**config.mk**
```make
export PLATFORM = sky130hd
export DESIGN_NAME = icache_refill_flat
export DESIGN_NICKNAME = d
export VERILOG_FILES = /design/src/common/icache_pkg.sv /design/src/common/icache_refill_if.sv /design/src/icache/icache_refill.sv /design/src/flat_wrapper.sv
export SDC_FILE = /design/constraint.sdc
export NUM_CORES = 1
export LEC_CHECK = 0
export ABC_CLOCK_PERIOD_IN_PS = 27700
export BUFFER_PORTS_ARGS = -buffer_cell sky130_fd_sc_hd__buf_2
export CAP_MARGIN = 20
export CORE_AREA = 2 2 426 428
export DETAILED_ROUTE_END_ITERATION = 10
export DIE_AREA = 0 0 428 430
export GPL_TIMING_DRIVEN = 0
export PLACE_DENSITY = 0.3
export SYNTH_ARGS = -nofsm -noshare
export SYNTH_HDL_FRONTEND = slang
export SYNTH_SLANG_ARGS = --single-unit
```
**constraint.sdc**
```tcl
create_clock -name clk -period 27.7 [get_ports clk]
set_input_delay 5.54 -clock clk [delete_from_list [all_inputs] [get_ports clk]]
set_output_delay 5.54 -clock clk [all_outputs]
set_load 0.005 [all_outputs]
```
**src/common/icache_pkg.sv**
```systemverilog
package icache_pkg;

    // cache geometry
    localparam int INDEX_WIDTH  = 6;                    // 64 sets
    localparam int OFFSET_WIDTH = 6;                    // 64-byte lines
    localparam int TAG_WIDTH    = 20;                   // addr[31:12]
    localparam int SET_NUM      = 1 << INDEX_WIDTH;
    localparam int LINE_BITS    = 512;
    localparam int PACKET_BITS  = 64;                   // one doubleword per fetch

    // memory burst length codes, memory sees len + 1 words
    localparam logic [7:0] REFILL_LEN  = 8'd15;
    localparam logic [7:0] UNCACHE_LEN = 8'd1;

    // fetch address error
    localparam logic [6:0] FAULT_ADEF = 7'h08;

    typedef enum logic [2:0] {
        cs_idle,
        cs_lookup,
        cs_miss,
        cs_refill,
        cs_cacop
    } cache_state_e;

    typedef enum logic [1:0] {
        index_invalidate = 2'b01,   // way picked by addr[0]
        hit_invalidate   = 2'b10
    } cacop_code_e;

endpackage

```
**src/common/icache_refill_if.sv**
```systemverilog
interface icache_refill_if;
    import icache_pkg::*;

    logic                 start;        // pulse when the controller leaves lookup for memory
    logic [31:0]          addr;
    logic                 uncached;
    logic                 done;         // memory handshake seen
    logic [LINE_BITS-1:0] line;         // return buffer

    modport ctrl (
        output start,
        output addr,
        output uncached,
        input  done,
        input  line
    );

    modport refill (
        input  start,
        input  addr,
        input  uncached,
        output done,
        output line
    );

endinterface

```
**src/icache/icache_refill.sv**
```systemverilog
module icache_refill (
    input  logic                             clk,
    input  logic                             rstn,
    icache_refill_if.refill                  refill,
    output logic                             o_mem_req,
    output logic [31:0]                      o_mem_addr,
    output logic [7:0]                       o_mem_len,
    input  logic                             i_mem_ready,
    input  logic [icache_pkg::LINE_BITS-1:0] i_mem_data
);
    import icache_pkg::*;

    logic                 req_hold;     // request waiting for ready
    logic                 handshake;
    logic [LINE_BITS-1:0] ret_buf;

    // request goes out in the cycle the miss is found
    assign o_mem_req = refill.start | req_hold;
    assign handshake = o_mem_req & i_mem_ready;

    always_ff @(posedge clk) begin
        if (!rstn) begin
            req_hold <= 1'b0;
        end else if (handshake) begin
            req_hold <= 1'b0;
        end else if (refill.start) begin
            req_hold <= 1'b1;
        end
    end

    // doubleword for uncached, whole line otherwise
    assign o_mem_addr = refill.uncached ? {refill.addr[31:3], 3'b000}
                                        : {refill.addr[31:OFFSET_WIDTH], {OFFSET_WIDTH{1'b0}}};
    assign o_mem_len  = refill.uncached ? UNCACHE_LEN : REFILL_LEN;

    always_ff @(posedge clk) begin
        if (handshake) begin
            ret_buf <= i_mem_data;
        end
    end

    assign refill.done = handshake;
    assign refill.line = ret_buf;

endmodule

```
**src/flat_wrapper.sv**
```systemverilog
// flat-port wrapper written by rule: the top's interface ports become plain ports
module icache_refill_flat import icache_pkg::*;
  (clk, rstn, o_mem_req, o_mem_addr, o_mem_len, i_mem_ready, i_mem_data, refill_start, refill_addr, refill_uncached, refill_done, refill_line);
  icache_refill_if refill_i ();
  input  logic clk;
  input  logic rstn;
  output logic o_mem_req;
  output logic [31:0] o_mem_addr;
  output logic [7:0] o_mem_len;
  input  logic i_mem_ready;
  input  logic [icache_pkg::LINE_BITS-1:0] i_mem_data;
  input wire logic [$bits(refill_i.start)-1:0] refill_start;
  input wire logic [$bits(refill_i.addr)-1:0] refill_addr;
  input wire logic [$bits(refill_i.uncached)-1:0] refill_uncached;
  output wire logic [$bits(refill_i.done)-1:0] refill_done;
  output wire logic [$bits(refill_i.line)-1:0] refill_line;
  assign refill_i.start = refill_start;
  assign refill_i.addr = refill_addr;
  assign refill_i.uncached = refill_uncached;
  assign refill_done = refill_i.done;
  assign refill_line = refill_i.line;
  icache_refill u_core (.clk(clk), .rstn(rstn), .refill(refill_i), .o_mem_req(o_mem_req), .o_mem_addr(o_mem_addr), .o_mem_len(o_mem_len), .i_mem_ready(i_mem_ready), .i_mem_data(i_mem_data));
endmodule
```
==> metrics.md, run 1 <==
| Metric | Value |
|---|---|
| Clk pin slew, worst setup/hold paths | `roughly 0.060 ns` |
| Post-Syn Area per Cell | `about 28 um2` |
| Peak VDD IR | `between 0.05 and 0.06 mV` |
| Pin count of the biggest net entering global routing | `67` |
| Crit path capture type | `output pin` |
| Clock root cell | `clkbuf_16` |
| Clock Sinks | `between 500 and 600` |
| DP Cell Count | `~4000` |
| DR pass1 iterations | `4` |
| Commonest non-fill, non-tap cells in the layout | `buf_2 (1065), edfxtp_1 (512), clkbuf_16 (74)` |
| Share of post-route cells with drive strength above 1 | `between 60% and 70%` |
| Critical path class | `input pin to output pin` |
| Yosys top cell by area | `edfxtp_1` |
| Distinct cells, synth | `8` |
| # rows | `between 150 and 200` |
| GPL Wtd Cong | `~0.85` |
| CTS tree | `yes` |
| Via-to-Cell Ratio | `~2.6` |
| Net count, final | `about 2300` |
| # IOs | `about 1100` |
| Dpl hpwl | `between 70 and 80 mm` |
| Status | `finished, final reports clean` |
| Commonest non-fill, non-tap cell in the layout | `buf_2` |
| Detailed Route Iter0 Violations | `589` |
| Worst Hold Class | `flip-flop to flip-flop` |
| CTS Buffer Depth | `3` |
| Core area | `0.180 mm2` |
| CTS H-tree lvls | `3` |
| Cell area after layout | `around 0.027 mm2` |
| Layout fillers | `about 20000` |
| WL per Instance | `about 21 um` |
| Tmin final | `12.58 ns` |
| Cell leakage power | `between 10 and 15 nW` |
| Synthesized cell area | `between 0.015 and 0.02 mm2` |
| CTS hold repair buffers | `0` |
| Fin cells | `4149` |
| Startpoint class of the critical path | `input pin` |
| Port Buffers | `around 1100` |
| Max Freq | `79.5 MHz` |
| Post-CTS Setup Bufs | `0` |
| P&R area growth vs syn | `70.0%` |
| Multi-input logic area | `between 70 and 80 um2` |
| Initial antenna violation count | `between 90 and 100` |
| Mapped Cells | `approximately 560` |
| DRT antenna net count | `0` |
| Setup Skew | `between 0.02 and 0.025 ns` |
| #FFs+latches synth | `~500` |
| Yosys top cell area share | `a little over nine tenths` |
| Critical path arrival | `~7.0 ns` |
| Unrepaired setup endpoints after global routing | `false` |
| Die area | `approximately 0.18 mm2` |
| Setup TNS | `0 ns` |
| Starting density of the core | `under 10%` |
| Yosys warns | `0` |
| Routed wire length | `88.0 mm` |
| Vias | `between 10000 and 15000` |
| Pwr Density | `75.0 mW/mm2` |
| CP required | `~22 ns` |
| Vias in the first global route | `approximately 11000` |
| Overflow after GRT | `0` |
| MaxCap Viol Count | `0` |
| Die height | `roughly 430 um` |
| Total power | `about 2.0 mW` |
| Synth area leaders | `edfxtp_1 (98%), buf_4 (1.7%), and2_1 (0.16%), dfxtp_1 (0.13%), and3b_1 (0.056%)` |
| Die span in x | `428 um` |
| # setup viols final | `0` |
| Num CTS Buffers | `72` |
| First-pass GRT wire length | `between 100 and 150 mm` |
| Peak fanout along the critical path | `between 50 and 60` |
| Clk_lat worst skew | `roughly 0.68 ns` |
| Period utilisation layout | `45.4%` |
| Max Transition Viols Final | `0` |
| Total GRT Usage | `slightly above 9%` |
| Hold Vio Cnt, Final | `0` |
| Area after DPL | `0.0243 mm2` |
| Post_cts resized | `0` |
| Register area share after synthesis | `between 90% and 100%` |
| Area occupied by registers | `0.0154 mm2` |
| Post-route DRC | `0` |
| WHS | `roughly 0.66 ns` |
registers in the layout (all words and copies together) (netlist names):
register	cells
u_core.req_hold	1
u_core.refill.line	512
synth_stat cells:
| cell type | n |
|---|---|
| and2_1 | 4 |
| and3b_1 | 1 |
| buf_4 | 36 |
| conb_1 | 2 |
| dfxtp_1 | 1 |
| edfxtp_1 | 512 |
| inv_1 | 1 |
| or2_4 | 1 |
metrics by stage:
stage               utilization (%)  setup WS (ns)
detailed placement             13.5          15.04
global placement               13.4          -5.32
finish                         14.9          15.12
global route                   14.9          15.00
CTS                            14.8          15.04
floorplan                         -           4.95
metal layers:
layer	track usage, %	vias up	wire length (um)
met2	16.4	687	45500
met4	3.39	20	3130
met3	4.35	238	8900
li1	-	4554	-
met1	9.30	5226	30300
met5	0	-	131
cell type report:
cell class / instances / share of cell area, %
tap: 2370 / 11.1
clock inverter: 38 / 1.77
antenna: 14 / 0.131
sequential: 513 / 57.6
multi-input combinational: 14 / 0.281
buffer: 36 / 1.01
clock buffer: 88 / 7.13
timing repair buffer: 1075 / 20.9
inverter: 1 / 0.0140
where the power goes:
group	switching, mW	leakage, nW	internal (mW)
clock network	0.389	1.15	0.575
registers	0.0128	4.84	0.902
logic	0.0689	4.54	0.0577
logic make-up (layout without fill, tap and decap cells):
| family | count (synthesis) | count (layout) | share of synthesized area (%) |
|---|---|---|---|
| simple gates | 6 | 6 | 0.271 |
| flops | 513 | 513 | 97.9 |
| buf+inv | 37 | 1238 | 1.74 |
| other cells | 2 | 22 | 0.0478 |
critical path, stage by stage:
cell    delay [ns]
buf_2         0.08
or2_4         0.16
and2_4        0.43
buf_12        0.26
buf_16        0.28
buf_2         0.18
path summary, 6_finish.rpt:
path / startpoint / to / slack, ns / cells past startpoint
max: refill_start / refill_done / 15.12 / 6
min: u_core.req_hold / u_core.req_hold / 0.66 / 2
max reg2reg: u_core.req_hold / u_core.refill.line[473] / 25.46 / 5
min reg2reg: u_core.req_hold / u_core.req_hold / 0.66 / 2
Power figures use the tool's default switching activity.
==> run 2, diff against run 1 <==
--- a/config.mk
+++ b/config.mk
@@ -5,12 +5,12 @@
 export SDC_FILE = /design/constraint.sdc
 export NUM_CORES = 1
 export LEC_CHECK = 0
-export ABC_CLOCK_PERIOD_IN_PS = 27700
+export ABC_CLOCK_PERIOD_IN_PS = 10500
 export BUFFER_PORTS_ARGS = -buffer_cell sky130_fd_sc_hd__buf_2
 export CAP_MARGIN = 20
-export CORE_AREA = 2 2 426 428
+export CORE_AREA = 2 2 435 437
 export DETAILED_ROUTE_END_ITERATION = 10
-export DIE_AREA = 0 0 428 430
+export DIE_AREA = 0 0 437 439
 export GPL_TIMING_DRIVEN = 0
 export PLACE_DENSITY = 0.3
 export SYNTH_ARGS = -nofsm -noshare
==> constraint.sdc (replaced) <==
create_clock -name clk -period 10.5 [get_ports clk]
set_input_delay 2.1 -clock clk [delete_from_list [all_inputs] [get_ports clk]]
set_output_delay 2.1 -clock clk [all_outputs]
set_load 0.005 [all_outputs]
==> run 2 against run 1 <==
Core utilization is 0.51 points lower. Worst hold slack lost 0.018 ns. Highest routed layer unchanged. Largest cell class unchanged. Critical path depth up 1. Global-route usage is 1.7 points higher. Sequential power grew to 2.6 times the previous value. Via count grew 1.7%. Sequential share of layout area is 0.25 points lower. Cell count rose by 3.2%. Routed wire length rose by 24%. Total power rose to 2.6 times the previous value.
==> metrics.md, run 2 (synthesis results as in run 1) <==
| Metric | Value |
|---|---|
| Status | `finished, final reports clean (unchanged)` |
| DRT antenna net count | `0 (unchanged)` |
| Peak fanout along the critical path | `51 (unchanged)` |
| # setup viols final | `0 (unchanged)` |
| Clk_lat worst skew | `0.68 ns (about the same)` |
| CTS H-tree lvls | `3 (unchanged)` |
| Startpoint class of the critical path | `input pin (unchanged)` |
| # IOs | `1103 (unchanged)` |
| # rows | `159 (was 156)` |
| Max Freq | `roughly 160 MHz` |
| Slew margin rel. | `58.6%` |
| Post-CTS Setup Bufs | `0 (unchanged)` |
| Via-to-Cell Ratio | `2.55 (was 2.58)` |
| Clk pin slew, worst setup/hold paths | `0.06 ns (about the same)` |
| Vias | `10911 (was 10725)` |
| First-pass GRT wire length | `131 mm (was 110 mm)` |
| DP Cell Count | `4134 (was 4009)` |
| Overflow after GRT | `0 (unchanged)` |
| Die height | `439 um (was 430 um)` |
| Hold Vio Cnt, Final | `0 (unchanged)` |
| Sequential share of power | `45.7% (was 45.6%)` |
| Period utilisation layout | `about three fifths` |
| Clock power frac | `47.6% (was 48.1%)` |
| Pwr Density | `197 mW/mm2 (was 75.0 mW/mm2)` |
| Crit path capture type | `output pin (unchanged)` |
| Dpl hpwl | `92.6 mm (was 72.2 mm)` |
| Post_cts resized | `0 (unchanged)` |
| Clock Sinks | `513 (unchanged)` |
| Reg-to-Reg Start | `u_core.req_hold (unchanged)` |
| CTS Buffer Depth | `3 (unchanged)` |
| Tmin final | `between 6 and 7 ns` |
| Port Buffers | `1065 (unchanged)` |
| Commonest non-fill, non-tap cells in the layout | `buf_2 (1065), edfxtp_1 (512), clkbuf_16 (76) (was buf_2 (1065), edfxtp_1 (512), clkbuf_16 (74))` |
| DR pass1 iterations | `4 (unchanged)` |
| Clock root cell | `clkbuf_16 (unchanged)` |
| Comb pwr share | `6.7% (was 6.3%)` |
| CTS hold repair buffers | `0 (unchanged)` |
| Hold endpoint | `u_core.req_hold (unchanged)` |
| Peak VDD IR | `0.111 mV (was 0.0600 mV)` |
| Layout fillers | `21020 (was 20006)` |
| Cell count of the worst reg-to-reg path | `5 (unchanged)` |
| Pin count of the biggest net entering global routing | `60 (was 67)` |
| GPL Wtd Cong | `0.841 (was 0.848)` |
| Switching share of total power | `24.5% (was 23.5%)` |
| Internal Dissipation | `4.00 mW (was 1.53 mW)` |
| Worst-Margin Slew | `a little over 0.6 ns` |
| Fin cells | `4280 (was 4149)` |
| Max reg flops | `512 (unchanged)` |
| Worst R2R End | `u_core.refill.line[115] (was u_core.refill.line[473])` |
| Commonest non-fill, non-tap cell in the layout | `buf_2 (unchanged)` |
| Routed wire length | `109 mm (was 88.0 mm)` |
| Crit-path leading delay family | `buffers and inverters (unchanged)` |
| Cells on Worst Hold Path | `2 (unchanged)` |
| Die area | `0.192 mm2 (was 0.184 mm2)` |
| Worst Hold Class | `flip-flop to flip-flop (unchanged)` |
| Critical path class | `input pin to output pin (unchanged)` |
| Switch Pwr | `1.30 mW (was 0.470 mW)` |
| Critical path cell sequence | `buf_2 > or2_4 > and2_4 > buf_16 > buf_16 > buf_12 > buf_2 (was buf_2 > or2_4 > and2_4 > buf_12 > buf_16 > buf_2)` |
| CTS tree | `yes (unchanged)` |
| Core area | `0.187 mm2 (was 0.180 mm2)` |
| HP Start | `u_core.req_hold (unchanged)` |
| Vias in the first global route | `11044 (was 10803)` |
| Total GRT Usage | `10.9% (was 9.21%)` |
| P&R area growth vs syn | `70.7% (was 70.0%)` |
| Unrepaired setup endpoints after global routing | `false (unchanged)` |
| Share of post-route cells with drive strength above 1 | `68.9% (was 68.8%)` |
| Initial antenna violation count | `137 (was 97)` |
| R2r setup slk | `8.05 ns (was 25.46 ns)` |
| Setup Skew | `0.0227 ns (was 0.0242 ns)` |
| Slowest-stage cell, CP | `and2_4 (unchanged)` |
| WL per Instance | `25.4 um (was 21.2 um)` |
| CP bufs+invs | `5 (was 4)` |
| Post-route DRC | `0 (unchanged)` |
| Setup TNS | `0 ns (unchanged)` |
| Cell leakage power | `10.5 nW (about the same)` |
| Max Transition Viols Final | `0 (unchanged)` |
| CP required | `8.40 ns (was 22.16 ns)` |
| Die span in x | `437 um (was 428 um)` |
| Starting density of the core | `8.41% (was 8.74%)` |
| Net count, final | `2263 (was 2262)` |
| Num CTS Buffers | `73 (was 72)` |
| Detailed Route Iter0 Violations | `583 (was 589)` |
| Largest stage delay, worst path | `0.53 ns (was 0.43 ns)` |
| Critical path arrival | `4.00 ns (was 7.04 ns)` |
| MaxCap Viol Count | `0 (unchanged)` |
[run 2: cell count changes in the layout (fill, tap and decap cells not counted)]
| cell | previous run | this run |
|---|---|---|
| buf_12 | 1 | 2 |
| buf_16 | 9 | 8 |
| bufinv_16 | 9 | 6 |
| clkbuf_1 | 14 | 11 |
| clkbuf_16 | 74 | 76 |
| clkinv_1 | 10 | 13 |
| clkinv_2 | 7 | 9 |
| clkinv_4 | 1 | 3 |
| clkinvlp_4 | 3 | 8 |
| diode_2 | 14 | 17 |
| inv_16 | 2 | 0 |
| inv_6 | 5 | 2 |
[run 2: power by group through the flow]
stage          sequential, mW  combinational, mW  clock (mW)
2_1_floorplan            2.49             0.0457           0
3_3_place_gp             2.51              0.356           0
3_5_place_dp             2.46              0.371           0
4_1_cts                  2.42              0.371        2.68
5_1_grt                  2.43              0.394        2.72
6_report                 2.42              0.356        2.52
[run 2: stage by stage]
stage	util, %	instance area (um2)	hold slack, ns	setup slack, ns	power, mW
2_1_floorplan	-	15700	0.569	0.146	2.53
3_3_place_gp	12.9	24200	0.644	-5.16	2.86
3_5_place_dp	13.1	24500	0.653	4.28	2.83
4_1_cts	14.3	26800	0.668	4.29	5.47
5_1_grt	14.3	26800	0.686	4.20	5.54
6_report	14.4	26800	0.639	4.40	5.30
[run 2: worst reg2reg max path, stage by stage, from the launching register on]
cell	delay, ns
dfxtp_1	0.31
or2_4	0.15
and2_4	0.54
buf_16	0.36
buf_16	0.36
buf_16	0.35
[run 2: final cells by class]
cell class                      count  area (um2)  share of cell area (%)
Antenna cell                       17        42.5                   0.159
Buffer                             36         270                    1.01
Clock buffer                       87        1940                    7.24
Multi-Input combinational cell     14        75.1                   0.280
Tap cell                         2495        3120                    11.6
Inverter                            1        3.75                  0.0140
Clock inverter                     42         394                    1.47
Timing Repair Buffer             1075        5590                    20.8
Sequential cell                   513       15400                    57.4
[run 2: worst max path at each step]
stage	from	slack (ns)	cells past startpoint	to
finish	refill_start	4.40	7	refill_done
global route	refill_start	4.20	7	refill_done
CTS	refill_start	4.29	7	refill_done
detailed placement	refill_start	4.28	7	refill_done
global placement	refill_start	-5.16	4	refill_done
floorplan	refill_start	0.15	2	refill_done
[run 2: per-layer routing]
| layer | global-route usage (%) | vias to the layer above | wire length [um] |
|---|---|---|---|
| met4 | 3.42 | 6 | 3820 |
| met3 | 6.58 | 331 | 15400 |
| met1 | 11.1 | 5230 | 36900 |
| li1 | - | 4563 | - |
| met5 | 0 | - | 40 |
| met2 | 18.5 | 781 | 52700 |
==> run 3, diff against run 2 <==
--- a/config.mk
+++ b/config.mk
@@ -5,7 +5,7 @@
 export SDC_FILE = /design/constraint.sdc
 export NUM_CORES = 1
 export LEC_CHECK = 0
-export ABC_CLOCK_PERIOD_IN_PS = 10500
+export ABC_CLOCK_PERIOD_IN_PS = 5600
 export BUFFER_PORTS_ARGS = -buffer_cell sky130_fd_sc_hd__buf_2
 export CAP_MARGIN = 20
 export CORE_AREA = 2 2 435 437
==> constraint.sdc (replaced) <==
create_clock -name clk -period 5.6 [get_ports clk]
set_input_delay 1.12 -clock clk [delete_from_list [all_inputs] [get_ports clk]]
set_output_delay 1.12 -clock clk [all_outputs]
set_load 0.005 [all_outputs]
==> run 3 against run 2 <==
Core utilization about the same. Total power increased by 84%. Die area unchanged. Clock power increased by 83%. Sequential share of layout area increased by 0.064 points. Register-to-register slack got worse by 5.1 ns. Worst hold slack got worse by 0.043 ns. Routed wire length decreased by 15%. Largest cell class unchanged. Highest routed layer unchanged.
==> metrics.md, run 3 (synthesis results as in run 1) <==
| Metric | Value |
|---|---|
| Status | `finished, final reports clean (unchanged)` |
| Pin count of the biggest net entering global routing | `66 (was 60)` |
| Starting density of the core | `8.41% (unchanged)` |
| # setup viols final | `0 (unchanged)` |
| Max Transition Viols Final | `0 (unchanged)` |
| Area occupied by registers | `0.0154 mm2 (unchanged)` |
| Cell area after layout | `0.0268 mm2 (about the same)` |
| CTS tree | `yes (unchanged)` |
| Overflow after GRT | `0 (unchanged)` |
| WL per Instance | `21.7 um (was 25.4 um)` |
| DRT antenna net count | `0 (unchanged)` |
| CTS Buffer Depth | `3 (unchanged)` |
| Met1 usage in global routing | `10.0% (was 11.1%)` |
| Commonest non-fill, non-tap cells in the layout | `buf_2 (1065), edfxtp_1 (512), clkbuf_16 (73) (was buf_2 (1065), edfxtp_1 (512), clkbuf_16 (76))` |
| Total GRT Usage | `9.24% (was 10.9%)` |
| Setup TNS | `0 ns (unchanged)` |
| Reg-to-Reg Start | `u_core.req_hold (unchanged)` |
| Startpoint class of the critical path | `input pin (unchanged)` |
| CP bufs+invs | `4 (was 5)` |
| Post_cts resized | `0 (unchanged)` |
| Via-to-Cell Ratio | `2.50 (was 2.55)` |
| Clk_lat worst skew | `0.68 ns (about the same)` |
| Pwr Density | `364 mW/mm2 (was 197 mW/mm2)` |
| Dpl hpwl | `77.0 mm (was 92.6 mm)` |
| Vias in the first global route | `10731 (was 11044)` |
| Die height | `439 um (unchanged)` |
| CP required | `4.48 ns (was 8.40 ns)` |
| Die area | `0.192 mm2 (unchanged)` |
| Commonest non-fill, non-tap cell in the layout | `buf_2 (unchanged)` |
| Setup Skew | `0.0359 ns (was 0.0227 ns)` |
| Core area | `0.187 mm2 (unchanged)` |
| Tmin final | `3.74 ns` |
| Share of post-route cells with drive strength above 1 | `69.0% (was 68.9%)` |
| Net count, final | `2263 (unchanged)` |
| Area after DPL | `0.0245 mm2 (about the same)` |
| GPL Wtd Cong | `0.848 (was 0.841)` |
| Clk pin slew, worst setup/hold paths | `0.05 ns (was 0.06 ns)` |
| Vias | `10702 (was 10911)` |
| Unrepaired setup endpoints after global routing | `false (unchanged)` |
| Layout fillers | `21014 (was 21020)` |
| Largest stage delay, worst path | `0.40 ns (was 0.53 ns)` |
| CTS hold repair buffers | `0 (unchanged)` |
| # rows | `159 (unchanged)` |
| # IOs | `1103 (unchanged)` |
| HP Start | `u_core.req_hold (unchanged)` |
| Crit path capture type | `output pin (unchanged)` |
| MaxCap Viol Count | `0 (unchanged)` |
| Max Freq | `267 MHz` |
| Clock root cell | `clkbuf_16 (unchanged)` |
| Detailed Route Iter0 Violations | `553 (was 583)` |
| Worst Hold Class | `flip-flop to flip-flop (unchanged)` |
| Met3 usage | `4.21% (was 6.58%)` |
| DR pass1 iterations | `4 (unchanged)` |
| Post-route DRC | `0 (unchanged)` |
| Final Util | `14.3% (was 14.4%)` |
| Slowest-stage cell, CP | `and2_4 (unchanged)` |
| CTS H-tree lvls | `3 (unchanged)` |
| Peak fanout along the critical path | `61 (was 51)` |
| Peak VDD IR | `0.215 mV (was 0.111 mV)` |
| P&R area growth vs syn | `70.5% (was 70.7%)` |
| Critical path cell sequence | `buf_2 > or2_4 > and2_4 > buf_16 > buf_16 > buf_2 (was buf_2 > or2_4 > and2_4 > buf_16 > buf_16 > buf_12 > buf_2)` |
| Cell leakage power | `10.5 nW (about the same)` |
| Crit path from | `refill_start (unchanged)` |
| Period utilisation layout | `between 60 and 70%` |
| Die span in x | `437 um (unchanged)` |
| Num CTS Buffers | `73 (unchanged)` |
| Crit-path leading delay family | `buffers and inverters (unchanged)` |
| Busiest metal layer after global routing | `met2 (unchanged)` |
| Grt met2 use | `15.9% (was 18.5%)` |
| Port Buffers | `1065 (unchanged)` |
| Critical path class | `input pin to output pin (unchanged)` |
| Hold Vio Cnt, Final | `0 (unchanged)` |
| Max reg flops | `512 (unchanged)` |
| Routed wire length | `92.8 mm (was 109 mm)` |
| Initial antenna violation count | `105 (was 137)` |
| Clock Sinks | `513 (unchanged)` |
| Post-CTS Setup Bufs | `0 (unchanged)` |
| Critical path arrival | `2.62 ns (was 4.00 ns)` |
| First-pass GRT wire length | `114 mm (was 131 mm)` |
| Multi-input logic area | `75.1 um2 (unchanged)` |
[run 3: cell count changes in the layout (fill, tap and decap cells not counted), sizes merged]
cell and change:
bufinv -2, clkbuf -1, diode -7, clkinvlp -1
clkinv +1, inv +3
[run 3: cell type report]
type                       instances  area share, %
timing repair buffer            1075           20.9
tap                             2495           11.6
inverter                           1         0.0140
clock inverter                    43           1.65
clock buffer                      86           7.00
antenna                           10         0.0934
sequential                       513           57.4
buffer                            36           1.01
multi-input combinational         14          0.280
[run 3: metrics by stage]
step           hold WS [ns]  std cells  worst slack, ns  power (mW)
6_report              0.596       4273             1.86        9.75
5_1_grt               0.522       4270             1.70        10.2
4_1_cts               0.490       4263             1.78        10.1
3_5_place_dp          0.591       4134             1.77        5.26
3_3_place_gp          0.577       4124            -3.26        5.28
2_1_floorplan         0.572        564           -0.217        4.72
[run 3: worst register-to-register path, delay by kind of cell (launching register included)]
kind | cells | cell delay [ns]
buf+inv | 4 | 1.43
simple gates | 2 | 0.51
flops | 1 | 0.31
[run 3: final timing paths]
check / endpoint / slack [ns] / cells after the start
worst min register to register: u_core.req_hold / 0.60 / 2
worst max-delay path: refill_done / 1.86 / 6
worst min-delay path: u_core.req_hold / 0.60 / 2
worst max register to register: u_core.refill.line[149] / 2.91 / 6
[run 3: routing by layer]
layer  part of all wire, %  routed length (um)
met1                    37               33900
met2                    50               46700
met3                    10                9250
met4                   3.2                2930
met5                 0.056                  52
[run 3: power breakdown]
part	total, mW	switching [mW]	internal (mW)
logic	0.635	0.349	0.286
registers	4.52	0.0591	4.46
clock network	4.60	1.98	2.61
